==> src/fetch_macros.svh <==
`ifndef FETCH_MACROS_SVH
`define FETCH_MACROS_SVH

// address and instruction widths
`define ADDR_BITS 64
`define INSTR_BITS 32

// system bus beat and tag widths
`define BUS_DATA_BITS 64
`define BUS_TAG_BITS 13

// one memory block is a full cache line
`define BLOCK_BYTES 64
`define BLOCK_BITS 512
`define BEATS_PER_BLOCK 8

// direct-mapped instruction cache depth
`define ICACHE_LINES 16

// read request to memory, echoed back on every response beat
`define BUS_TAG_READ 13'h1100

`endif
==> src/fetch_pkg.sv <==
`include "fetch_macros.svh"

package fetch_pkg;

  // byte address, also sent as the bus request word
  typedef logic [`ADDR_BITS-1:0] addr_t;
  typedef logic [`INSTR_BITS-1:0] instr_t;
  // cache line with word 0 in the low bits
  typedef logic [`BLOCK_BITS-1:0] block_t;
  typedef logic [`BUS_DATA_BITS-1:0] bus_word_t;
  typedef logic [`BUS_TAG_BITS-1:0] bus_tag_t;

  typedef enum logic [1:0] {
    ctrl_idle,
    ctrl_request,
    ctrl_receive,
    ctrl_done
  } ctrl_state_t;

  typedef enum logic [1:0] {
    cache_idle,
    cache_lookup,
    cache_fill_wait,
    cache_respond
  } cache_state_t;

  // owner of the memory controller
  typedef enum logic [1:0] {
    grant_none,
    grant_data,
    grant_inst
  } grant_t;

endpackage

==> src/mem_controller.sv <==
`include "fetch_macros.svh"

module mem_controller (
  input  logic                 clk,
  input  logic                 reset,
  input  logic                 start,
  input  fetch_pkg::addr_t     addr,
  input  logic                 bus_reqack,
  input  logic                 bus_respcyc,
  input  fetch_pkg::bus_word_t bus_resp,
  input  fetch_pkg::bus_tag_t  bus_resptag,
  output fetch_pkg::block_t    block,
  output logic                 valid,
  output logic                 bus_reqcyc,
  output fetch_pkg::bus_word_t bus_req,
  output fetch_pkg::bus_tag_t  bus_reqtag,
  output logic                 bus_respack
);

  import fetch_pkg::*;

  localparam int beat_cnt_bits = $clog2(`BEATS_PER_BLOCK);

  ctrl_state_t state;
  addr_t req_addr;
  block_t block_q;
  logic [beat_cnt_bits-1:0] beat_cnt;
  logic beat_take;
  logic last_beat;

  // a beat counts only if it carries our read tag
  assign beat_take = (state == ctrl_receive) && bus_respcyc &&
                     (bus_resptag == `BUS_TAG_READ);
  assign last_beat = (beat_cnt == beat_cnt_bits'(`BEATS_PER_BLOCK - 1));

  always_ff @(posedge clk) begin
    if (reset) begin
      state <= ctrl_idle;
      beat_cnt <= '0;
    end else begin
      case (state)
        ctrl_idle: begin
          if (start) begin
            state <= ctrl_request;
            beat_cnt <= '0;
          end
        end
        ctrl_request: begin
          // request stays on the bus until it is accepted
          if (bus_reqack) begin
            state <= ctrl_receive;
          end
        end
        ctrl_receive: begin
          if (beat_take) begin
            beat_cnt <= beat_cnt + 1'b1;
            if (last_beat) begin
              state <= ctrl_done;
            end
          end
        end
        ctrl_done: begin
          state <= ctrl_idle;
        end
        default: begin
          state <= ctrl_idle;
        end
      endcase
    end
  end

  always_ff @(posedge clk) begin
    if ((state == ctrl_idle) && start) begin
      req_addr <= addr;
    end
    // beats arrive in ascending word order, so shift in from the top
    if (beat_take) begin
      block_q <= {bus_resp, block_q[`BLOCK_BITS-1:`BUS_DATA_BITS]};
    end
  end

  assign bus_reqcyc = (state == ctrl_request);
  assign bus_req = req_addr;
  assign bus_reqtag = `BUS_TAG_READ;
  assign bus_respack = beat_take;

  // one-cycle strobe after the last beat
  assign valid = (state == ctrl_done);
  assign block = block_q;

endmodule

==> config.mk <==
export PLATFORM = sky130hd
export DESIGN_NAME = mem_controller
export DESIGN_NICKNAME = d
export VERILOG_FILES = /design/src/fetch_pkg.sv /design/src/mem_controller.sv
export VERILOG_INCLUDE_DIRS = /design/src
export SDC_FILE = /design/constraint.sdc
export NUM_CORES = 1
export LEC_CHECK = 0
export BUFFER_PORTS_ARGS = -buffer_cell sky130_fd_sc_hd__buf_4
export CAP_MARGIN = 15
export CORE_AREA = 2 2 290 292
export CTS_CLUSTER_SIZE = 20
export DETAILED_ROUTE_END_ITERATION = 10
export DIE_AREA = 0 0 292 294
export HOLD_SLACK_MARGIN = 0.06
export PLACE_DENSITY_LB_ADDON = 0.25
export SKIP_CTS_REPAIR_TIMING = 1
export SLEW_MARGIN = 0
export SYNTH_ARGS = -nofsm -noshare
export SYNTH_HDL_FRONTEND = slang
export SYNTH_SLANG_ARGS = --single-unit
export TNS_END_PERCENT = 5
==> constraint.sdc <==
create_clock -name clk -period 16.2 [get_ports clk]
set_input_delay 1.62 -clock clk [delete_from_list [all_inputs] [get_ports clk]]
set_output_delay 1.62 -clock clk [all_outputs]
set_load 0.05 [all_outputs]
# Word-level counts from Yosys, hierarchy flattened

Index checks and enable logic that the tools add are counted.
Widths: inputs -> output; s select.

Add/subtract/negate cells: 1
Multiply operators: 0
Div/mod/pow operators: 0
Order comparisons: 0
Eq/ne operators: 9
Shifts and indexed selects: 0
Muxes and demuxes: 8
Bitwise operators: 0
Reductions and logical operators: 7

Operators with widths:

| cell                 | number |
|---|---|
| $eq 13x13->1 const B | 1 |
| $mux 2               | 4 |
| $ne 2x2->1 const B   | 4 |
| $pmux 2 s4           | 1 |
| $mux 3               | 2 |
| $pmux 3 s2           | 1 |
| $eq 2x2->1 const B   | 2 |
| $reduce_and 4->1     | 1 |
| $add 3x1->3 const B  | 1 |
| $eq 3x3->1 const B   | 1 |
| $logic_and 1x1->1    | 3 |
| $reduce_and 3->1     | 1 |
| $eq 2x1->1 const B   | 1 |
| $logic_not 2->1      | 1 |
| $reduce_bool 2->1    | 1 |

Register bits after elaboration: 581
Latch bits: 0
Bits in writable memories: 0
ROM bits: 0
Output and inout bits: 592
Logic and storage cells: 29
Memories: 0

# Depth between registers and ports, before layout

Depth after elaboration: 5
Gate-level depth with buffers: 6
Depth with buffers taken out: 6

# Worst setup path after synthesis

Ideal clock, no wire load.

Path type: in2out
Start point: input bus_resptag[0]
End point: output bus_respack
Arrival time: 12.222 ns
Data required time: 14.580 ns
Setup slack: 2.358 ns
Cell stages on the path: 3
Buffers on the path: 0
Cell sequence: nor4b_4 -> nand4_4 -> inv_1

Longest elaborated chain between the ends: 2

RTL lines:

| element                | RTL line             | text |
|---|---|---|
| start, declared        | mem_controller.sv:11 | `input fetch_pkg::bus_tag_t bus_resptag,` |
| $eq 13x13->1 (no line) | n/a                  |  |
| $logic_and 1x1->1      | mem_controller.sv:32 | `assign beat_take = (state == ctrl_receive) && bus_respcyc &&` |
| end, declared          | mem_controller.sv:17 | `output logic bus_respack` |

Every way passes these cells.

# Final worst setup path

Start point: input bus_resptag[3]
End point: output bus_respack

Same word-level chain as after synthesis.

==> results.json <==
{
  "dieArea_um2": 85800,
  "worst_slack_ns": 11.34,
  "ys_seq_area_frac": 0.973,
  "tightest_slew_ns": 1.06,
  "worstSetupStartpointType": "input port",
  "finalNonFillerCells": 2564,
  "synth_cells": 640,
  "antenna_left": 0,
  "hp-class": "reg2reg",
  "grt_pass1_vias": 9725,
  "grt_usage": 0.115,
  "cp.required_ns": 14.58,
  "vias_per_cell": 3.63,
  "multi_input_area_um2": 405,
  "endpoint_kind": "output pin",
  "initial_core_util": 0.216,
  "cp.arrival_ns": 3.24,
  "finalPower_mw": 3.45,
  "clk_pin_slew_ns": 0.06,
  "core-area_um2": 82900,
  "drc": 0,
  "dpl.cell_count": 2447,
  "worst_slew_margin_rel": 0.293,
  "ir_drop_v": 0.0000828,
  "final_common_cell": "buf_4",
  "initialDrtViolationCount": 603,
  "regArea_um2": 17400,
  "ys_seq_elements": 581,
  "route.vias.total": 9318,
  "cts_tree": "built",
  "status": "finished, final reports clean",
  "clockRootBuffer": "clkbuf_16",
  "cts_buffers": 67,
  "routedWlPerCell_um": 20.6,
  "drive_gt1_frac": 0.557,
  "yosys.area.top_type_share": 0.968,
  "rsz0062_at_grt": "no",
  "setup_tns_ns": 0,
  "finalCritPeriodShare": 0.300,
  "antenna_found_initial": 0,
  "yosys.cell_types.count": 26,
  "maxCapViolCount": 0,
  "port_buffers": 724,
  "detailed_place_hpwl_mm": 38.7,
  "layout_common_cells": "buf_4 (728), edfxtp_1 (576), clkbuf_16 (69)",
  "p_per_area_nw_per_um2": 129,
  "syn_to_final_growth_pct": 49.8,
  "core.rowCount": 106,
  "synth.area.top_cells": "edfxtp_1 (97%), dfxtp_1 (0.56%), buf_4 (0.55%)",
  "stdcell_area_um2": 26800,
  "power.leakage_nw": 9.99,
  "cp_max_fo": 71,
  "clock_latency_ns": 0.60,
  "period_minus_slack_ns": 4.86,
  "dpl-instance-area_um2": 24700,
  "hold_violations": 0,
  "syn-cell-area_um2": 17900,
  "final.fill_count": 8058,
  "rrSetupSlack_ns": 12.32,
  "design.portCount": 738,
  "antenna_cells": 0,
  "yosys_warnings": 0,
  "clkSinkCount": 581,
  "die_y_um": 294,
  "place_congestion": 0.790,
  "setup_viol": 0,
  "cts_max_path_buffers": 3,
  "grt_max_degree": 178,
  "fp.dieW_um": 292,
  "yosys.area.top_type": "edfxtp_1",
  "finClkSkew_ns": 0.0316,
  "overflow": 0,
  "firstDrtPassIters": 4,
  "maxSlewViolCount": 0,
  "syn_avg_cell_area_um2": 27.9,
  "h-tree-depth": 3,
  "dpl_worst_slack_ns": 11.16,
  "grt_pass1_wl_mm": 71.5,
  "final_nets": 1588,
  "critical_path_class": "in2out",
  "routed_wl_mm": 52.9,
  "fmax_mhz": 206
}
metrics by stage:
stage | utilization | hold WS, ns
floorplan | - | 0.470
global placement | 0.298 | 0.433
detailed placement | 0.298 | 0.434
CTS | 0.323 | 0.431
global route | 0.323 | 0.446
finish | 0.323 | 0.437
kinds of logic (layout without fill, tap and decap cells):
group,Yosys count,in the layout,synth area share
DFF,581,581,0.973
and+or+nand+nor,24,24,0.0113
buffers and inverters,17,850,0.00630
AOI/OAI and AO/OA,7,7,0.00245
adders and majority gates,6,6,0.00420
muxes,3,3,0.00182
other,2,13,0.000420
flip-flops by register name, indices dropped and copies added (netlist names):
name,flops
beat_cnt,3
block,512
bus_req,64
state,2
report_power, final:
group,switching [mW],total (mW),internal [mW]
sequential,0.0145,1.70,1.69
combinational,0.202,0.279,0.0771
clock,0.607,1.47,0.861
layer usage:
metal	vias to the layer above	global-route usage	wire, um
met2	336	0.202	28100
met3	78	0.0319	3190
met5	-	0	0
met1	4740	0.135	20200
met4	0	0.0424	1350
li1	4164	-	-
worst max-delay path, stage by stage:
cell and delay, ns:
buf_4 0.13, nor4b_4 0.38, nand4_4 0.24, inv_8 0.47, buf_4 0.31
synthesized netlist by cell type:
cell type	instances
nor4_4	1
edfxtp_1	576
nand4_1	1
nor4b_4	1
nand2b_1	4
nor2_1	4
a31oi_1	3
nor3b_1	1
inv_1	4
and3b_1	2
mux2_1	2
ha_1	6
nand2_1	4
o21a_1	1
and2_1	1
a21oi_1	2
o211ai_1	1
nand4_4	1
nor4bb_1	1
and4bb_4	1
dfxtp_1	5
or4b_1	1
mux2i_1	1
buf_4	13
nand3b_1	1
conb_1	2
layout make-up:
class / instances / share of cell area
clock buffers: 79 / 0.0659
clock inverters: 38 / 0.0132
multi-input cells: 53 / 0.0151
well taps: 1080 / 0.0505
repair buffers: 729 / 0.205
inverters: 4 / 0.000841
flip-flops and latches: 581 / 0.650
path summary, 6_finish.rpt:
check                                            from              endpoint  cells after the start
worst max register to register  state[0]$_SDFFE_PP0P_  block[186]$_DFFE_PP_                      7
worst min register to register   block[195]$_DFFE_PP_  block[131]$_DFFE_PP_                      0
worst min-delay path             block[195]$_DFFE_PP_  block[131]$_DFFE_PP_                      0
worst max-delay path                   bus_resptag[3]           bus_respack                      5
No activity file was read; power rests on OpenSTA's default activity.
