## config.mk

```make
export PLATFORM = sky130hd
export DESIGN_NAME = fetch_unit
export DESIGN_NICKNAME = d
export VERILOG_FILES = /design/src/fetch_pkg.sv /design/src/fetch_unit.sv
export VERILOG_INCLUDE_DIRS = /design/src
export SDC_FILE = /design/constraint.sdc
export NUM_CORES = 1
export LEC_CHECK = 0
export BUFFER_PORTS_ARGS = -buffer_cell sky130_fd_sc_hd__clkbuf_2
export CAP_MARGIN = 10
export CORE_UTILIZATION = 45
export DETAILED_ROUTE_END_ITERATION = 8
export GPL_TIMING_DRIVEN = 0
export HOLD_SLACK_MARGIN = 0.15
export PLACE_DENSITY = 0.77
export SLEW_MARGIN = 25
export SYNTH_ARGS = -nofsm -noshare
export SYNTH_HDL_FRONTEND = slang
export SYNTH_SLANG_ARGS = --single-unit
```

## constraint.sdc

```tcl
create_clock -name clk -period 3.8 [get_ports clk]
set_input_delay 0.38 -clock clk [delete_from_list [all_inputs] [get_ports clk]]
set_output_delay 0.38 -clock clk [all_outputs]
set_load 0.01 [all_outputs]
```

## src/fetch_macros.svh

```systemverilog
`ifndef FETCH_MACROS_SVH
`define FETCH_MACROS_SVH

// address and instruction widths
`define ADDR_BITS 64
`define INSTR_BITS 32

// system bus beat and tag widths
`define BUS_DATA_BITS 64
`define BUS_TAG_BITS 13

// one memory block is a full cache line
`define BLOCK_BYTES 64
`define BLOCK_BITS 512
`define BEATS_PER_BLOCK 8

// direct-mapped instruction cache depth
`define ICACHE_LINES 16

// read request to memory, echoed back on every response beat
`define BUS_TAG_READ 13'h1100

`endif
```

## src/fetch_pkg.sv

```systemverilog
`include "fetch_macros.svh"

package fetch_pkg;

  // byte address, also sent as the bus request word
  typedef logic [`ADDR_BITS-1:0] addr_t;
  typedef logic [`INSTR_BITS-1:0] instr_t;
  // cache line with word 0 in the low bits
  typedef logic [`BLOCK_BITS-1:0] block_t;
  typedef logic [`BUS_DATA_BITS-1:0] bus_word_t;
  typedef logic [`BUS_TAG_BITS-1:0] bus_tag_t;

  typedef enum logic [1:0] {
    ctrl_idle,
    ctrl_request,
    ctrl_receive,
    ctrl_done
  } ctrl_state_t;

  typedef enum logic [1:0] {
    cache_idle,
    cache_lookup,
    cache_fill_wait,
    cache_respond
  } cache_state_t;

  // owner of the memory controller
  typedef enum logic [1:0] {
    grant_none,
    grant_data,
    grant_inst
  } grant_t;

endpackage

```

## src/fetch_unit.sv

```systemverilog
`include "fetch_macros.svh"

module fetch_unit (
  input  logic              clk,
  input  logic              reset,
  input  fetch_pkg::addr_t  entry,
  input  logic              redirect,
  input  fetch_pkg::addr_t  redirect_target,
  input  logic              rd_done,
  input  fetch_pkg::instr_t rd_instr,
  output logic              rd_req,
  output fetch_pkg::addr_t  rd_addr,
  output fetch_pkg::instr_t instr,
  output fetch_pkg::addr_t  instr_pc,
  output logic              instr_valid
);

  import fetch_pkg::*;

  addr_t pc;
  logic waiting;

  always_ff @(posedge clk) begin
    if (reset) begin
      pc <= entry;
      // first fetch leaves as soon as reset drops
      rd_req <= 1'b1;
      waiting <= 1'b0;
      instr_valid <= 1'b0;
    end else begin
      rd_req <= instr_valid;
      instr_valid <= waiting && rd_done;
      if (rd_req) begin
        waiting <= 1'b1;
      end else if (rd_done) begin
        waiting <= 1'b0;
      end
      // redirect is sampled alongside the instruction strobe
      if (instr_valid) begin
        pc <= redirect ? redirect_target : instr_pc + addr_t'(`INSTR_BITS / 8);
      end
    end
  end

  always_ff @(posedge clk) begin
    if (waiting && rd_done) begin
      instr <= rd_instr;
      instr_pc <= pc;
    end
  end

  assign rd_addr = pc;

endmodule

```

---- Word level (Yosys, flattened, before mapping) ----
Cells that the tools add are included.
word-level totals
  output and inout port bits .............. 162
  register bits after elaboration ......... 163
  input port bits ......................... 164
cells by class
  muxes and demuxes ....................... 5
  $add $sub $neg .......................... 1
  reductions and logical operators ........ 3
operators by type and width
  cell                   count
  $mux 64                3
  $add 64x3->64 const B  1
  $reduce_bool 2->1      2
  $mux 1                 2
  $logic_and 1x1->1      1

---- Depth between registers and ports, before layout ----
  depth in word-level cells ............... 4
  mapped depth ............................ 7

---- Least setup slack after synthesis ----
No wires, ideal clock.
  path type ............................... input-to-reg
  start point ............................. in rd_done
  end point ............................... reg instr[0] (enable)
  data arrival time ....................... 2.601 ns
  slack ................................... 0.733 ns
  path buffers ............................ 0
  cell stages on the path ................. 1
  cell sequence ........................... and2_1
between the ends
  word-level cells in the longest chain between the ends .. 1
RTL lines
  what                  line              source
  from (decl)           fetch_unit.sv:9   input logic rd_done,
  $logic_and 1x1->1     fetch_unit.sv:46  if (waiting && rd_done) begin
  to (signal assigned)  fetch_unit.sv:47  instr <= rd_instr;
  to (decl)             fetch_unit.sv:13  output fetch_pkg::instr_t instr,
No other way between the ends.
A chain may end at the register's enable or synchronous reset.

---- Final worst setup path ----
  start point ............................. reg instr_pc[2]
  end point ............................... reg pc[34], in the netlist rd_addr[34], data pin
between the ends
  word-level cells in the longest chain between the ends .. 4
RTL lines
  what                    line              source
  from (decl)             fetch_unit.sv:14  output fetch_pkg::addr_t instr_pc,
  from (signal assigned)  fetch_unit.sv:48  instr_pc <= pc;
  $add 64x3->64           fetch_unit.sv:40  pc <= redirect ? redirect_target : instr_pc + addr_t'(`INSTR_BITS / 8);
  $mux 64                 fetch_unit.sv:40
  $mux 64                 fetch_unit.sv:39  if (instr_valid) begin
  $mux 64                 fetch_unit.sv:24  if (reset) begin
  to (signal assigned)    fetch_unit.sv:25  pc <= entry;
  to (signal assigned)    fetch_unit.sv:40
  to (decl)               fetch_unit.sv:20  addr_t pc;
No other way between the ends. The select of a mux whose other input is x is not followed.

==> metrics.md <==
| Metric | Value |
|---|---|
| Clock sink total | 163 |
| Via Count | 7191 |
| Top-area cell type share of the netlist area | 62.00% |
| Kind of critical path | reg -> reg |
| Synthesized flop and latch total | between 150 and 200 |
| Syn nets | 791 |
| Grt total ovfl | 0 |
| Power per Cell Area | ~420 nW/um2 |
| Rows | between 40 and 50 |
| Top sig layer | met4 |
| Height of the die | 133.2 um |
| R2R Path Start | instr_pc[2]$_DFFE_PP_ |
| Avg Inst Size Synth | 12.38 um2 |
| Final Cell Area | between 10000 and 15000 um2 |
| Fmax achieved | 341.3 MHz |
| Post-cts sizing count | 0 |
| Skew-Pair Late Insertion Delay | 430 ps |
| Fraction of registers with async set/reset | 0% |
| Final setup viols | 0 |
| Synthesized cell area | 7750 um2 |
| Nets@finish | 1169 |
| Met1 wire length | about 11 mm |
| Critical Path AT | about 3100 ps |
| Final RePlAce weighted congestion | roughly 0.93 |
| Most numerous cell in the Yosys netlist | edfxtp_1 |
| Gr usage total | between 20% and 30% |
| H-tree depth | 4 |
| CTS tree | yes |
| Vias in the first global route | roughly 6600 |
| Reg2Reg Depth | 7 |
| Layout Utilization | 63.81% |
| R2R Path End | rd_addr[34]$_DFFE_PP_ |
| Post-CTS Setup Repair Bufs | 0 |
| Max-Cap Viols | 0 |
| Synth top cells by count | edfxtp_1, nand2_1, nand3_1, clkbuf_1, nand4_1 |
| # IOs | 326 |
| Hold_buf cts | 32 |
| Die W | around 130 um |
| Max incr delay on CP | roughly 600 ps |
| Slew HR | 37.74% |
| Routed wire length | between 20 and 30 mm |
| Maximum number of pins on one net before global-route repair | 45 |
| Core area | 16700 um2 |
| Worst hold path depth | 3 |
| Period minus WS final | about 2900 ps |
| Slew Viols, Final | 0 |
| Wire per inst | about 21 um |
| R2r setup slk | 870 ps |
| Leakage power | 4.408 nW |
| Mapped Cells | 626 |
| Maximum vdd ir drop | 329.8 uV |
| Hold EP | rd_addr[3]$_DFFE_PP_ |
| WP data required | 3970 ps |
| Critical path peak fanout | 10 |
| Placed Area | a little under 10000 um2 |
| Num CTS Buffers | 17 |
| Clock buffer depth | 2 |
| Ranking of synthesized cells by area | edfxtp_1, mux2i_1, nand2_1, nand4_1, nand3_1 |
| Met2 wire len | 12.36 mm |
| Vias/cell | 5.813 |
| Post-synthesis sequential area ratio | 62.77% |
| ANT cells | 0 |
| Area Growth Syn to Fin | 37.50% |
| CP Cell Sequence | ha_1 > nand3_1 > or4_4 > buf_6 > or4_1 > a21oi_1 > o31ai_1 |
| Layout cell share with drive strength beyond 1 | 37.17% |
| Main synth FF type | edfxtp_1 |
| Number of flops mapped to enable cells by yosys | 160 |
| Largest area contributor in the netlist | edfxtp_1 |
| Crit start category | flip-flop |
| Clock root buffer | clkbuf_16 |
| Die ar. | 17750 um2 |
| Slew @ Worst Pin | 933.9 ps |
| Number of hold violations in the final report | 0 |
| Final Skew | approximately 14 ps |
| Port Buffer Count | 324 |
| Hpwl dp | 19.21 mm |
| Ys Warns | 0 |
| Unrepaired setup endpoints after global routing | false |
| Drt first pass iters | 8 |
| Critical path's slowest cell | or4_4 |
| First-pass GRT wire length | between 30 and 40 mm |
| Crit path capture type | flip-flop |
| Antenna-violating nets left | 0 |
| Unique masters post-synth | 52 |
| Initial DRC count | 676 |
| Initial antenna violation count | 0 |
| Reg clk slew, reported paths | 70 ps |
| Hold Path Class | in -> reg |
| Met3 Wirelength | 2.802 mm |
| Worst min-delay path startpoint | entry[3] |
| Final period util | 77.09% |
| DRC | 0 |
| Starting Density | approximately 46% |
| Status | finished, final reports clean |
where the power goes:
part	internal, mW	leakage (nW)	total [mW]	switching, mW
registers	2.11	1.55	2.19	0.0806
logic	0.228	2.57	0.529	0.301
clock network	1.00	0.288	1.79	0.792
logic make-up (layout without fill, tap and decap cells):
| group | after synthesis | in the layout | share of synthesized area (%) |
|---|---|---|---|
| adder cells (fa/ha/maj) | 1 | 1 | 0.1614 |
| AND/OR/NAND/NOR | 252 | 252 | 18.42 |
| buffers and inverters | 45 | 436 | 2.309 |
| XOR/XNOR | 27 | 27 | 3.051 |
| multiplexers | 32 | 32 | 4.230 |
| AO/OA/AOI/OAI | 106 | 106 | 9.057 |
| flip-flops | 163 | 163 | 62.77 |
worst max path at each step:
stage                           from                     to  slack (ps)  cells after the start
2_1_floorplan                rd_done     instr[0]$_DFFE_PP_         730                      1
3_3_place_gp                 rd_done     instr[3]$_DFFE_PP_        -500                      2
3_5_place_dp                   reset  rd_addr[47]$_DFFE_PP_         630                      5
4_1_cts        instr_pc[2]$_DFFE_PP_  rd_addr[34]$_DFFE_PP_         920                      7
5_1_grt        instr_pc[2]$_DFFE_PP_  rd_addr[62]$_DFFE_PP_         740                      6
6_report       instr_pc[2]$_DFFE_PP_  rd_addr[34]$_DFFE_PP_         870                      7
metrics by stage:
| stage | instances | total power, mW | setup TNS [ps] | hold WS, ps | setup slack, ps |
|---|---|---|---|---|---|
| final | 1237 | 4.512 | 0 | 227.1 | 870.4 |
| after global routing | 1237 | 4.639 | 0 | 231.8 | 738.7 |
| after CTS | 1237 | 4.524 | 0 | 217.0 | 917.1 |
| after detailed placement | 1173 | 2.724 | 0 | 434.0 | 632.5 |
| after global placement | 1170 | 2.710 | -51740 | 429.1 | -498.4 |
| after floorplan | 626 | 2.436 | 0 | 448.0 | 733.1 |
cell type report:
type,count,area (um2)
repair buffers,359,2009
clock inverters,15,191.4
flip-flops and latches,163,4865
multi-input cells,418,2711
fillers,1369,6045
plain buffers,36,145.1
inverters,9,33.78
clock buffers,17,425.4
well taps,220,275.3
metal layers:
layer	vias to the layer above	track usage, %
li1	3227	-
met5	-	0
met1	3410	39.38
met4	0	13.01
met3	52	5.746
met2	502	46.13
cells in the final DEF, fill, tap and decap left out, types with 11 or more instances in the layout:
cell	netlist	routed
and2_1	12	11
nor2_1	19	19
mux2i_1	26	26
o21ai_0	25	25
nor3_1	22	22
and3_1	11	11
and4_1	11	11
nand3_1	33	33
clkbuf_2	0	324
xor2_1	13	13
nand2_1	66	66
a22oi_1	20	20
clkbuf_16	0	17
edfxtp_1	160	160
clkbuf_1	30	30
a21oi_1	15	15
xnor2_1	14	14
dlygate4sd3_1	0	32
nand4_1	27	27
worst max-delay path: cells and delay by family, from the launching register on:
kind | cells | cell delay, ps
buffers and inverters | 1 | 160
adder cells (fa/ha/maj) | 1 | 240
AO/OA/AOI/OAI | 2 | 420
AND/OR/NAND/NOR | 3 | 1360
flip-flops | 1 | 470
state kept, by name, indices dropped and copies added, names as in the netlist:
register	count
instr_valid	1
instr_pc	64
instr	32
rd_req	1
rd_addr	64
waiting	1
No activity file was read; power rests on OpenSTA's default activity.
