## config.mk

```make
export PLATFORM = sky130hd
export DESIGN_NAME = mem_arbiter
export DESIGN_NICKNAME = d
export VERILOG_FILES = /design/src/fetch_pkg.sv /design/src/mem_arbiter.sv
export VERILOG_INCLUDE_DIRS = /design/src
export SDC_FILE = /design/constraint.sdc
export NUM_CORES = 1
export LEC_CHECK = 0
export BUFFER_PORTS_ARGS = -buffer_cell sky130_fd_sc_hd__buf_2
export CORE_AREA = 2 2 671 673
export DETAILED_ROUTE_END_ITERATION = 8
export DIE_AREA = 0 0 673 675
export PLACE_DENSITY = 0.3
export SYNTH_ARGS = -nofsm -noshare
export SYNTH_HDL_FRONTEND = slang
export SYNTH_SLANG_ARGS = --single-unit
```

## constraint.sdc

```tcl
create_clock -name clk -period 6.2 [get_ports clk]
set_input_delay 1.24 -clock clk [delete_from_list [all_inputs] [get_ports clk]]
set_output_delay 1.24 -clock clk [all_outputs]
set_load 0.05 [all_outputs]
```

## src/fetch_macros.svh

```systemverilog
`ifndef FETCH_MACROS_SVH
`define FETCH_MACROS_SVH

// address and instruction widths
`define ADDR_BITS 64
`define INSTR_BITS 32

// system bus beat and tag widths
`define BUS_DATA_BITS 64
`define BUS_TAG_BITS 13

// one memory block is a full cache line
`define BLOCK_BYTES 64
`define BLOCK_BITS 512
`define BEATS_PER_BLOCK 8

// direct-mapped instruction cache depth
`define ICACHE_LINES 16

// read request to memory, echoed back on every response beat
`define BUS_TAG_READ 13'h1100

`endif
```

## src/fetch_pkg.sv

```systemverilog
`include "fetch_macros.svh"

package fetch_pkg;

  // byte address, also sent as the bus request word
  typedef logic [`ADDR_BITS-1:0] addr_t;
  typedef logic [`INSTR_BITS-1:0] instr_t;
  // cache line with word 0 in the low bits
  typedef logic [`BLOCK_BITS-1:0] block_t;
  typedef logic [`BUS_DATA_BITS-1:0] bus_word_t;
  typedef logic [`BUS_TAG_BITS-1:0] bus_tag_t;

  typedef enum logic [1:0] {
    ctrl_idle,
    ctrl_request,
    ctrl_receive,
    ctrl_done
  } ctrl_state_t;

  typedef enum logic [1:0] {
    cache_idle,
    cache_lookup,
    cache_fill_wait,
    cache_respond
  } cache_state_t;

  // owner of the memory controller
  typedef enum logic [1:0] {
    grant_none,
    grant_data,
    grant_inst
  } grant_t;

endpackage

```

## src/mem_arbiter.sv

```systemverilog
`include "fetch_macros.svh"

module mem_arbiter (
  input  logic              clk,
  input  logic              reset,
  input  logic              data_req,
  input  fetch_pkg::addr_t  data_addr,
  input  logic              icache_req,
  input  fetch_pkg::addr_t  icache_addr,
  input  fetch_pkg::block_t mem_data,
  input  logic              mem_valid,
  output fetch_pkg::block_t data_block,
  output logic              data_done,
  output fetch_pkg::block_t icache_block,
  output logic              icache_done,
  output logic              mem_start,
  output fetch_pkg::addr_t  mem_addr
);

  import fetch_pkg::*;

  grant_t grant;
  logic data_pend;
  logic inst_pend;
  addr_t data_addr_q;
  addr_t inst_addr_q;
  addr_t mem_addr_q;
  logic want_data;
  logic want_inst;

  // a request pulse in this cycle counts as pending too
  assign want_data = data_req || data_pend;
  assign want_inst = icache_req || inst_pend;

  always_ff @(posedge clk) begin
    if (reset) begin
      grant <= grant_none;
      data_pend <= 1'b0;
      inst_pend <= 1'b0;
      mem_start <= 1'b0;
    end else begin
      mem_start <= 1'b0;
      if (data_req) begin
        data_pend <= 1'b1;
      end
      if (icache_req) begin
        inst_pend <= 1'b1;
      end
      case (grant)
        grant_none: begin
          // data port wins when both wait
          if (want_data) begin
            grant <= grant_data;
            data_pend <= 1'b0;
            mem_start <= 1'b1;
          end else if (want_inst) begin
            grant <= grant_inst;
            inst_pend <= 1'b0;
            mem_start <= 1'b1;
          end
        end
        default: begin
          if (mem_valid) begin
            grant <= grant_none;
          end
        end
      endcase
    end
  end

  always_ff @(posedge clk) begin
    if (data_req) begin
      data_addr_q <= data_addr;
    end
    if (icache_req) begin
      inst_addr_q <= icache_addr;
    end
    if (grant == grant_none) begin
      if (want_data) begin
        mem_addr_q <= data_req ? data_addr : data_addr_q;
      end else if (want_inst) begin
        mem_addr_q <= icache_req ? icache_addr : inst_addr_q;
      end
    end
  end

  assign mem_addr = mem_addr_q;

  // completion goes back to the owner only
  assign data_done = mem_valid && (grant == grant_data);
  assign icache_done = mem_valid && (grant == grant_inst);
  assign data_block = (grant == grant_data) ? mem_data : '0;
  assign icache_block = (grant == grant_inst) ? mem_data : '0;

endmodule

```

# Yosys cells after proc, flatten, opt, wreduce, memory -nomap -nowiden
# Index checks and enable logic that the tools add are counted.
[op_classes] n_eq_ne=3 mux=19 bitwise=1 n_reduce_logical=10
[ops] operator="512-bit two-way mux" count=2
[ops] operator="64-bit two-way mux" count=4
[ops] operator="1-bit two-way mux" count=9
[ops] operator="2-bit two-way mux" count=4
[ops] operator="2-bit AND reduction" count=2
[ops] operator="2-bit nonzero test" count=2
[ops] operator="3-bit != test (second input constant)" count=1
[ops] operator="2-bit by 1-bit equality test with 1-bit output (second input constant)" count=1
[ops] operator="2-bit equality test (second input constant)" count=1
[ops] operator="1-bit logical AND" count=2
[ops] operator="2-bit logical NOT" count=1
[ops] operator="1-bit logical OR" count=2
[ops] operator="2-bit OR reduction" count=1
[ops] operator="1-bit inverter" count=1
[totals] regBits=197 in_bits=645 out_inout_bits=1091

# Longest topological paths before layout
# Gate-level depths: netlist of run 1.
[logic_depth] ltp_word=4 mapped_depth=5 mapped_depth_nobuf=3

# Worst setup path before layout of run 1
# Ideal clock, no wire load.
[synth_path] kind="input-to-reg" startpoint="input icache_req" endpoint="register mem_addr_q[0] (netlist: mem_addr[0]) (enable)" setup_time_ps=504 t_arrival_ps=4691 t_required_ps=5696 path_slack_ps=1005 cell_stages=4 path_buffers=2 path_cell_list="buf_6 > buf_6 > nor2_1 > a21boi_1"
[synth_between] elab_chain_len=3
[synth_lines] element="from (decl)" line_no="mem_arbiter.sv:8" rtl="input logic icache_req,"
[synth_lines] element="1-bit logical OR" line_no="mem_arbiter.sv:33" rtl="assign want_inst = icache_req || inst_pend;"
[synth_lines] element="2-bit nonzero test (no source line)"
[synth_lines] element="2-bit AND reduction (no source line)"
[synth_lines] element="to (signal assigned)" line_no="mem_arbiter.sv:80" rtl="mem_addr_q <= data_req ? data_addr : data_addr_q;"
[synth_lines] element="to (signal assigned)" line_no="mem_arbiter.sv:82" rtl="mem_addr_q <= icache_req ? icache_addr : inst_addr_q;"
[synth_lines] element="to (decl)" line_no="mem_arbiter.sv:27" rtl="addr_t mem_addr_q;"
# No other way between the ends.
# A chain may end at the register's enable or synchronous reset.

# Worst setup path in the final report of run 1
[layout_path] startpoint="register grant[0]" endpoint="output data_block[410]"
[layout_between] elab_chain_len=2
[layout_lines] element="from (decl)" line_no="mem_arbiter.sv:22" rtl="grant_t grant;"
[layout_lines] element="from (signal assigned)" line_no="mem_arbiter.sv:37" rtl="grant <= grant_none;"
[layout_lines] element="from (signal assigned)" line_no="mem_arbiter.sv:53" rtl="grant <= grant_data;"
[layout_lines] element="from (signal assigned)" line_no="mem_arbiter.sv:57" rtl="grant <= grant_inst;"
[layout_lines] element="2-bit by 1-bit equality test with 1-bit output" line_no="mem_arbiter.sv:92" rtl="assign data_block = (grant == grant_data) ? mem_data : '0;"
[layout_lines] element="512-bit two-way mux" line_no="mem_arbiter.sv:92"
[layout_lines] element="to (decl)" line_no="mem_arbiter.sv:12" rtl="output fetch_pkg::block_t data_block,"
# No other way between the ends.

==> results.md, run 1 <==
- First-pass GRT wire length: 348 mm
- Post-route design area: 31,200 sq um
- Req. time, crit path: around 5000 ps
- Number of global-route vias before repair: 18,001
- Max-slew headroom: 0.399
- Vias per Instance: between 2 and 2.5
- Ports: 1,736
- Worst Tran Pin Value: around 900 ps
- DRC errors left: 0
- Register area: approximately 4600 sq um
- Combinational power share: 0.540
- Max-cap violations: 0
- Core area: between 400,000 and 500,000 sq um
- Worst r2r src: data_pend
- Final worst slack: 1850 ps
- Final hold viol count: 0
- Port Buffers: 1,735
- DR WL/cell: approximately 33 um
- Starting DRT DRC Count: 1,713
- TNS Setup: 0 ps
- Switching Share: 0.523
- Pins Over Slew Limit: 0
- GRT Overall Usage: 0.130
- GRT busiest layer: met2
- R2r endpoint: mem_addr[11]
- Hold EP: data_addr_q[2]
- Cell Rows: between 200 and 250
- Layout cells sized above 1: 0.616
- Initial antenna violation count: 391
- P_sw: 3.40 mW
- Footprint of the multi-input gates: 8920 sq um
- Crit path max-delay cell type: nor2b_4
- Critical path's largest stage delay: 710 ps
- Htree depth: 4
- Largest area contributor in the netlist: and2_1
- Met1 usage: 0.129
- Post-route core utilization: 0.0697
- Cells after Synth: about 1,600
- Final setup vio count: 0
- Clock buffer count from CTS: 25
- Hold Buf Count CTS: 0
- P_int: just over 3 mW
- Min-Delay Startpoint: data_addr_q[2]
- Sequential share of power: 0.241
- HP Class: register to register
- R2R setup slack: 3720 ps
- Met3 GRT Util: 0.0866
- Share of the synthesized area in the top cell type: 0.451
- CTS root buf: clkbuf_16
- Total power: 6.51 mW
- Count leader, synth: and2_1
- Die area: 454,000 sq um
- Crit path time final: between 4000 and 5000 ps
- Pwr dens: 209 nW/um^2
- Unrepaired setup endpoints after global routing: false
- Status: complete, no violations
- Setup Fix Bufs, Post-CTS: 0
- Placed instance area: 30,000 sq um
- Starting Density: 0.0318
- Final Cycle Share: 0.701
- Ys async rst share: 0
- Clock Path Buffers: 3
- Ys flop type: dfxtp_1
- Synth unique cells: 19
- Post-DP HPWL: roughly 290 mm
- LEAKAGE: 14.6 nW
- Routability Congestion: 0.945
- Post-synth top cells: and2_1 (1,026), dfxtp_1 (133), mux2_2 (128), buf_2 (112), edfxtp_1 (64)
- CP Cell Sequence: nor2b_4, buf_12, buf_12, and2_1, buf_2
- Fmax: 0.230 GHz
- Critical path fanouts, max: 63
- Largest net degree at the start of global routing: 137
- Max IR drop VDD: 0.255 mV
- Worst skew pair latency: 560 ps
- Synth warnings: 0
- Clk network pwr share: 0.219
- Area contributors post-synth: and2_1 (45%), dfxtp_1 (19%), edfxtp_1 (14%)
- Final Skew: 21.9 ps
- Reg2Reg Depth: 4
- WP data arrival: ~3100 ps
- Register area share after synthesis: 0.322
- CP startpoint kind: register
- Clock tree from TritonCTS: done
- Vias after detailed routing: 20,569
- Router iterations before antenna repair: 5
- Die height: 675 um
- Most common cell on crit path: buf_12
- M2 GR Usage: 0.222
- Critical path class: register to output port
- Yosys reg bits: 197
- Worst setup EP type: output port
- Cell area after synthesis: 14,200 sq um
- Total wire length: between 300 and 400 mm
- Nets: approximately 3,900
- Post-route ant nets: 0
- CTS sink count: 197
- Post-Place Worst Slack: 2360 ps
- EDFF count, synth: 64
- Layout area overhead: 119%
- Die X: roughly 670 um
- Avg Cell Area, Syn: between 9 and 10 sq um
- CP top delay family: buffers and inverters
- CP bufs+invs: 3
- Post-Synthesis Net Count: 2,210
- Post-CTS Resized: 0
- Gr ovfl total: 0
- Fillers: 53,184
- CTS clock-pin slew for the worst setup and hold paths: 70 ps
- Hold path cells: 1
## how the worst max path moves through the flow
stage / from / to / slack, ps / cells after the start
global route: grant[0] / data_block[323] / 1740 / 4
floorplan: icache_req / mem_addr[0] / 1000 / 4
finish: grant[0] / data_block[410] / 1850 / 5
global placement: data_req / mem_addr[2] / 2340 / 5
CTS: grant[0] / data_block[410] / 1730 / 5
detailed placement: data_req / mem_addr[2] / 2360 / 5
## state kept, by name, summed over array words and instances (netlist names)
signal / flops
mem_start: 1
data_addr_q: 64
inst_addr_q: 64
grant: 2
mem_addr: 64
inst_pend: 1
data_pend: 1
## metrics by stage
stage	cells	hold WS (ps)
4_1_cts	9185	463
6_report	9364	459
2_1_floorplan	1565	429
5_1_grt	9279	477
3_3_place_gp	9153	441
3_5_place_dp	9153	448
## power groups by stage
stage          sequential (mW)  clock (mW)  combinational, mW
6_report                  1.57        1.42               3.52
5_1_grt                   1.59        1.53               3.64
4_1_cts                   1.57        1.51               3.60
3_5_place_dp              1.60           0               3.59
3_3_place_gp              1.60           0               3.60
2_1_floorplan             1.84           0               1.87
## cells in the final DEF (no fill, tap or decap), drive strengths merged
cell type,synthesis,layout
o21ai,1,1
mux2,192,192
bufinv,0,2
edfxtp,64,64
diode,0,179
nor2b,3,3
nand3b,1,1
clkinv,0,2
nor3,1,1
a21boi,1,1
a211oi,1,1
nand2b,2,2
nor2,3,3
and2,1026,1026
buf,127,1771
clkbuf,8,27
clkinvlp,0,1
dfxtp,133,133
a21oi,2,2
## cell type report
type | instances | share of cell area
clock inverter | 5 | 0.00245
timing repair buffer | 1771 | 0.290
tap | 5952 | 0.239
sequential | 197 | 0.147
clock buffer | 27 | 0.0203
antenna | 179 | 0.0144
multi-input combinational | 1233 | 0.286
## kinds of logic after synthesis
group                  synth area share
and+or+nand+nor                   0.455
DFF                               0.322
muxes                             0.168
buffers and inverters            0.0526
AOI/OAI and AO/OA               0.00211
## layer usage
layer	part of all wire	wire length [um]
met5	0.0056	1740
met4	0.032	10000
met3	0.15	46400
met2	0.48	150000
met1	0.33	104000
Note: power is estimated with default switching activity, not from simulation.
==> inputs of run 2 (changes only) <==
Settings changed: CORE_AREA 2 2 671 673 to 2 2 673 675, DIE_AREA 0 0 673 675 to 0 0 675 677.
Clock period 6.2 ns to 3.9 ns, I/O delays scaled along.
==> run 2 against run 1 <==
Combinational power up 60%. Critical endpoint is now icache_block[445]. Worst setup slack worse by 1500 ps. Via count shrank 0.99%. Core utilization hardly changed. Sequential power is 59% higher. Die area increased by 0.59%. Clock power is 60% higher. Design area is 0.41% higher. Sequential share of layout area is 0.060 points lower. Flip-flop and latch count unchanged. Largest power group unchanged.
==> results.md, run 2 (same netlist as run 1, synthesis figures left out) <==
- Placed Instances: 9,172 (+0.21%)
- Number of global-route vias before repair: 18,088 (+0.48%)
- Final Cycle Share: 0.907
- Fmax: 0.283 GHz
- CTS sink count: 197 (unchanged)
- Vias per Instance: 2.17 (-1.0%)
- Gr ovfl total: 0 (unchanged)
- First-pass GRT wire length: 353 mm (+1.3%)
- GRT Overall Usage: 0.131 (+0.000685)
- Most frequent cells in the layout: buf_2 (1,719), and2_1 (1,026), dfxtp_1 (133), mux2_2 (128), edfxtp_1 (64)
- Clock Path Buffers: 3 (unchanged)
- Final setup vio count: 0 (unchanged)
- Post-CTS Resized: 0 (unchanged)
- Req. time, crit path: 3120 ps (-1840 ps)
- Total wire length: 314 mm (+0.54%)
- Clock buffer count from CTS: 25 (unchanged)
- Critical path's largest stage delay: 490 ps (-220 ps)
- Pwr dens: 332 nW/um^2 (+59%)
- Worst skew pair latency: 610 ps (+50 ps)
- Post-DP HPWL: 293 mm (+0.50%)
- Layout area overhead: 120%
- CTS clock-pin slew for the worst setup and hold paths: 120 ps (+50 ps)
- Final hold slack: 405 ps (-53.2 ps)
- Die area: 457,000 sq um (+0.59%)
- Most common cell after layout, fill and taps aside: buf_2
- CTS root buf: clkbuf_16
- Register area: 4580 sq um (unchanged)
- Router iterations before antenna repair: 5 (unchanged)
- Max-cap violations: 0 (unchanged)
- Critical path fanouts, max: 51 (-19%)
- Setup Fix Bufs, Post-CTS: 0 (unchanged)
- Max IR drop VDD: 0.409 mV (+60%)
- Pins Over Slew Limit: 0 (unchanged)
- Ports: 1,736 (unchanged)
- Layout cells sized above 1: 0.616 (about the same)
- CP top delay family: buffers and inverters
- Htree depth: 4 (unchanged)
- WP data arrival: 2760 ps (-350 ps)
- Nets: 3,868 (-0.13%)
- Initial antenna violation count: 396 (+1.3%)
- Port Buffers: 1,735 (unchanged)
- Final hold viol count: 0 (unchanged)
- Critical path class: register to output port
- Starting Density: 0.0316 (-0.000237)
- Clock tree from TritonCTS: done
- Cell Rows: 247 (+0.41%)
- LEAKAGE: 14.6 nW (about the same)
- CP bufs+invs: 3 (unchanged)
- Die height: 677 um (+0.30%)
- Largest net degree at the start of global routing: 135 (-1.5%)
- DR WL/cell: 33.5 um (+0.49%)
- Routability Congestion: 0.981 (+3.8%)
- Worst setup EP type: output port
- Vias after detailed routing: 20,365 (-0.99%)
- Final Skew: 63.5 ps (+41.6 ps)
- Die X: 675 um (+0.30%)
- Footprint of the multi-input gates: 8920 sq um (unchanged)
- HP Class: input port to register
- Hold Buf Count CTS: 0 (unchanged)
- Fillers: 53,570 (+0.73%)
- Max-slew headroom: 0.504 (+0.106)
- Unrepaired setup endpoints after global routing: false
- Non-filler cells, final: 9,368 (+0.043%)
- Status: complete, no violations
- Starting DRT DRC Count: 1,538 (-10%)
- DRC errors left: 0 (unchanged)
- Crit path max-delay cell type: buf_4
- CP Cell Sequence: nor2b_4, buf_12, buf_4, and2_1, buf_2
- Worst Tran Pin Value: 742 ps (-158 ps)
- Post-route ant nets: 0 (unchanged)
- Crit path time final: 3540 ps
- Core area: 451,000 sq um (+0.75%)
- TNS Setup: 0 ps (unchanged)
- CP startpoint kind: register
run 2: changes by cell type in the layout (fill, tap and decap cells not counted), sizes merged:
cell,before,now
diode,179,163
buf,1771,1766
clkbuf,27,28
clkinv,2,3
inv,0,1
bufinv,2,0
run 2: where the power goes:
group	internal [mW]	switching (mW)	leakage (nW)
sequential	2.42	0.0709	1.76
clock	1.22	1.05	0.344
combinational	1.26	4.38	12.6
run 2: cell type report:
class / instances / area share
Clock inverter: 5 / 0.00100
Sequential cell: 197 / 0.147
Antenna cell: 163 / 0.0130
Multi-Input combinational cell: 1233 / 0.285
Clock buffer: 28 / 0.0214
Tap cell: 5976 / 0.239
Timing Repair Buffer: 1766 / 0.294
run 2: path summary, 6_finish.rpt:
| check | slack (ps) | cells past startpoint | start | to |
|---|---|---|---|---|
| setup / recovery | 360 | 5 | grant[1] | icache_block[445] |
| hold / removal | 410 | 2 | icache_addr[58] | inst_addr_q[58] |
| setup reg to reg | 1870 | 3 | data_pend | mem_addr[38] |
| hold reg to reg | 460 | 1 | data_addr_q[2] | data_addr_q[2] |
run 2: metrics by stage:
stage          setup slack [ps]  area [sq um]  utilization  power, mW
2_1_floorplan               550         14200            -       5.90
3_3_place_gp               1040         30200       0.0670       8.31
3_5_place_dp               1030         30200       0.0670       8.29
4_1_cts                     317         30900       0.0685       10.7
5_1_grt                     205         31100       0.0689       10.8
6_report                    364         31300       0.0694       10.4
run 2: metal layers:
| layer | vias up | routed length [um] | share of wire | GRT usage |
|---|---|---|---|---|
| li1 | 8391 | - | - | - |
| met1 | 9404 | 110000 | 0.35 | 0.137 |
| met2 | 1671 | 148000 | 0.47 | 0.222 |
| met3 | 677 | 42100 | 0.13 | 0.0720 |
| met4 | 222 | 11900 | 0.038 | 0.0395 |
| met5 | - | 1950 | 0.0062 | 0.00726 |
==> inputs of run 3 (changes only) <==
Settings changed: ABC_AREA set to 1, BUFFER_PORTS_ARGS -buffer_cell sky130_fd_sc_hd__buf_2 to unset, CORE_AREA 2 2 673 675 to 2 2 668 670, DIE_AREA 0 0 675 677 to 0 0 670 672, DONT_BUFFER_PORTS set to 1.
==> run 3 against run 2 <==
The run now ends with setup timing left. Worst hold slack worse by 120 ps. Critical path type unchanged. Core utilization is 0.12 points lower. Via count is 23% higher. Clock skew is 26 ps lower. Non-clock buffer count is 734 lower. Sequential share of layout area is 0.49 points higher. Maximum frequency is 9.7% lower. Critical path depth is 1 higher. Combinational power is 17% higher. Design area is 3.2% lower.
==> results.md, run 3 <==
- CP top delay family: buffers and inverters
- Avg Cell Area, Syn: 5.45 sq um (-40%)
- Layout cells sized above 1: 0.406 (-0.210)
- Cells after Synth: 2,489 (+59%)
- Die height: 672 um (-0.74%)
- Final hold slack: 288 ps (-118 ps)
- Worst r2r src: grant[0]
- Router iterations before antenna repair: 6 (+1)
- Starting DRT DRC Count: 2,506 (+63%)
- CP bufs+invs: 4 (+1)
- Clock Path Buffers: 3 (unchanged)
- Most frequent cells in the layout: buf_4 (1,005), nor2_1 (717), inv_1 (645), nand2_1 (326), nor2_2 (249)
- Worst setup EP type: output port
- DR WL/cell: 52.8 um (+58%)
- CTS sink count: 197 (unchanged)
- Most common cell after layout, fill and taps aside: buf_4
- Total power: 12.2 mW (+17%)
- Min-Delay Startpoint: reset
- Failing checks: setup timing
- Pwr dens: 403 nW/um^2 (+21%)
- Unrepaired setup endpoints after global routing: false
- Final hold viol count: 0 (unchanged)
- WP data arrival: 3140 ps (+380 ps)
- Vias per Instance: 2.68 (+23%)
- Die area: 450,000 sq um (-1.5%)
- Initial antenna violation count: 296 (-25%)
- Post-route ant nets: 0 (unchanged)
- Max-slew headroom: 0.124 (-0.381)
- Clock tree from TritonCTS: done
- Critical path class: register to output port
- Largest net degree at the start of global routing: 130 (-3.7%)
- LEAKAGE: 14.3 nW (-2.3%)
- Ports: 1,736 (unchanged)
- Share of the synthesized area in the top cell type: 0.284 (-0.167)
- Total wire length: 496 mm (+58%)
- Gr ovfl total: 0 (unchanged)
- Post-DP HPWL: 465 mm (+59%)
- Hold Buf Count CTS: 0 (unchanged)
- HP Class: input port to register
- Req. time, crit path: 3120 ps (about the same)
- Post-synth top cells: nor2_1 (1,027), inv_1 (646), nand2_1 (328), dfxtp_1 (133), o21ai_0 (118)
- Port Buffers: 0 (-100%)
- Worst Tran Pin Value: 1310 ps (+568 ps)
- Final Skew: 37.9 ps (-25.5 ps)
- CP Cell Sequence: nand2_8, buf_12, buf_12, buf_4, nor2_1, buf_4
- Largest area contributor in the netlist: nor2_1
- Nets: 4,040 (+4.4%)
- Count leader, synth: nor2_1
- Final setup vio count: 2 (+2)
- Post-Place Worst Slack: 436 ps (-594 ps)
- Area contributors post-synth: nor2_1 (28%), dfxtp_1 (20%), inv_1 (18%)
- Number of global-route vias before repair: 25,051 (+38%)
- Ys flop type: dfxtp_1
- Max IR drop VDD: 0.249 mV (-39%)
- Pins Over Slew Limit: 0 (unchanged)
- Yosys reg bits: 197 (unchanged)
- CTS root buf: clkbuf_16
- Synth unique cells: 17 (-2)
- Critical path fanouts, max: 19 (-63%)
- Crit path max-delay cell type: dfxtp_1
- DRC errors left: 0 (unchanged)
- Cell Rows: 245 (-0.81%)
- Core area: 444,000 sq um (-1.6%)
- Worst skew pair latency: 570 ps (-40 ps)
- Post-Synthesis Net Count: 3,134 (+42%)
- Fillers: 53,013 (-1.0%)
- Cell area after synthesis: 13,600 sq um (-4.7%)
- GRT Overall Usage: 0.211 (+0.0802)
- Non-filler cells, final: 9,389 (+0.22%)
- Register area: 4580 sq um (unchanged)
- Starting Density: 0.0306 (-0.000993)
- Footprint of the multi-input gates: 6890 sq um (-23%)
- CP startpoint kind: register
- Ys async rst share: 0 (unchanged)
- Final Cycle Share: 1.00 (+0.0972)
- Final worst slack: -15.2 ps (-379 ps)
- Routability Congestion: 1.20 (+22%)
- Placed Instances: 9,292 (+1.3%)
- Critical path's largest stage delay: 670 ps (+180 ps)
- Clock buffer count from CTS: 25 (unchanged)
- Critical path startpoint: grant[0]
- First-pass GRT wire length: 563 mm (+60%)
- R2R setup slack: 970 ps (-900 ps)
- Status: finished with violations
- Die X: 670 um (-0.74%)
- Layout area overhead: 123%
- Synth warnings: 0 (unchanged)
- Vias after detailed routing: 25,124 (+23%)
- EDFF count, synth: 64 (unchanged)
- Crit path time final: 3920 ps (+379 ps)
- Fmax: 0.255 GHz (-9.7%)
- Max-cap violations: 0 (unchanged)
- Htree depth: 4 (unchanged)
- CTS clock-pin slew for the worst setup and hold paths: 110 ps (about the same)
- Register area share after synthesis: 0.338 (+0.0157)
[run 3: through the flow]
step / TNS (ps) / instance area (sq um) / util
3_3_place_gp: 0 / 29300 / 0.0661
2_1_floorplan: 0 / 13600 / -
4_1_cts: 0 / 30100 / 0.0679
6_report: -29.3 / 30300 / 0.0682
5_1_grt: 0 / 30200 / 0.0680
3_5_place_dp: 0 / 29400 / 0.0662
[run 3: worst paths after layout]
kind / cells past startpoint / to
hold / removal: 1 / data_pend
setup reg to reg: 4 / mem_addr[51]
hold reg to reg: 2 / data_addr_q[48]
setup / recovery: 6 / data_block[375]
[run 3: area by class of cell]
| cell class | instances | area share |
|---|---|---|
| sequential | 197 | 0.151 |
| clock buffer | 26 | 0.0215 |
| timing repair buffer | 1032 | 0.268 |
| tap | 5928 | 0.245 |
| antenna | 60 | 0.00496 |
| inverter | 647 | 0.0805 |
| multi-input combinational | 1492 | 0.228 |
| clock inverter | 7 | 0.00149 |
[run 3: kinds of logic after synthesis]
group / Yosys count / synth area share
DFF: 197 / 0.338
buffers and inverters: 801 / 0.236
AOI/OAI and AO/OA: 132 / 0.0487
and+or+nand+nor: 1359 / 0.377
[run 3: report_power, final]
part / internal (mW) / total, mW / switching, mW
registers: 2.41 / 3.16 / 0.744
logic: 1.06 / 6.60 / 5.54
clock network: 1.21 / 2.43 / 1.22
total: 4.68 / 12.2 / 7.51
[run 3: timing repair]
| item | in CTS | in global routing |
|---|---|---|
| endpoints found under the hold margin | 0 | 0 |
| setup endpoints to repair | 33 | 0 |
| setup buffers | 3 | 0 |
| gates resized for setup | 4 | 0 |
[run 3: worst register-to-register path, delay by kind of cell, from the launching register on]
kind                   cells  cell delay, ps
buffers and inverters      1             440
flip-flops                 1             490
AND/OR/NAND/NOR            3            1630
[run 3: per-layer routing]
metal | vias to the layer above | track usage | share of wire
li1 | 8795 | - | -
met1 | 13027 | 0.210 | 0.34
met2 | 2330 | 0.369 | 0.49
met3 | 782 | 0.111 | 0.12
met4 | 190 | 0.0836 | 0.050
met5 | - | 0.00106 | 0.0032
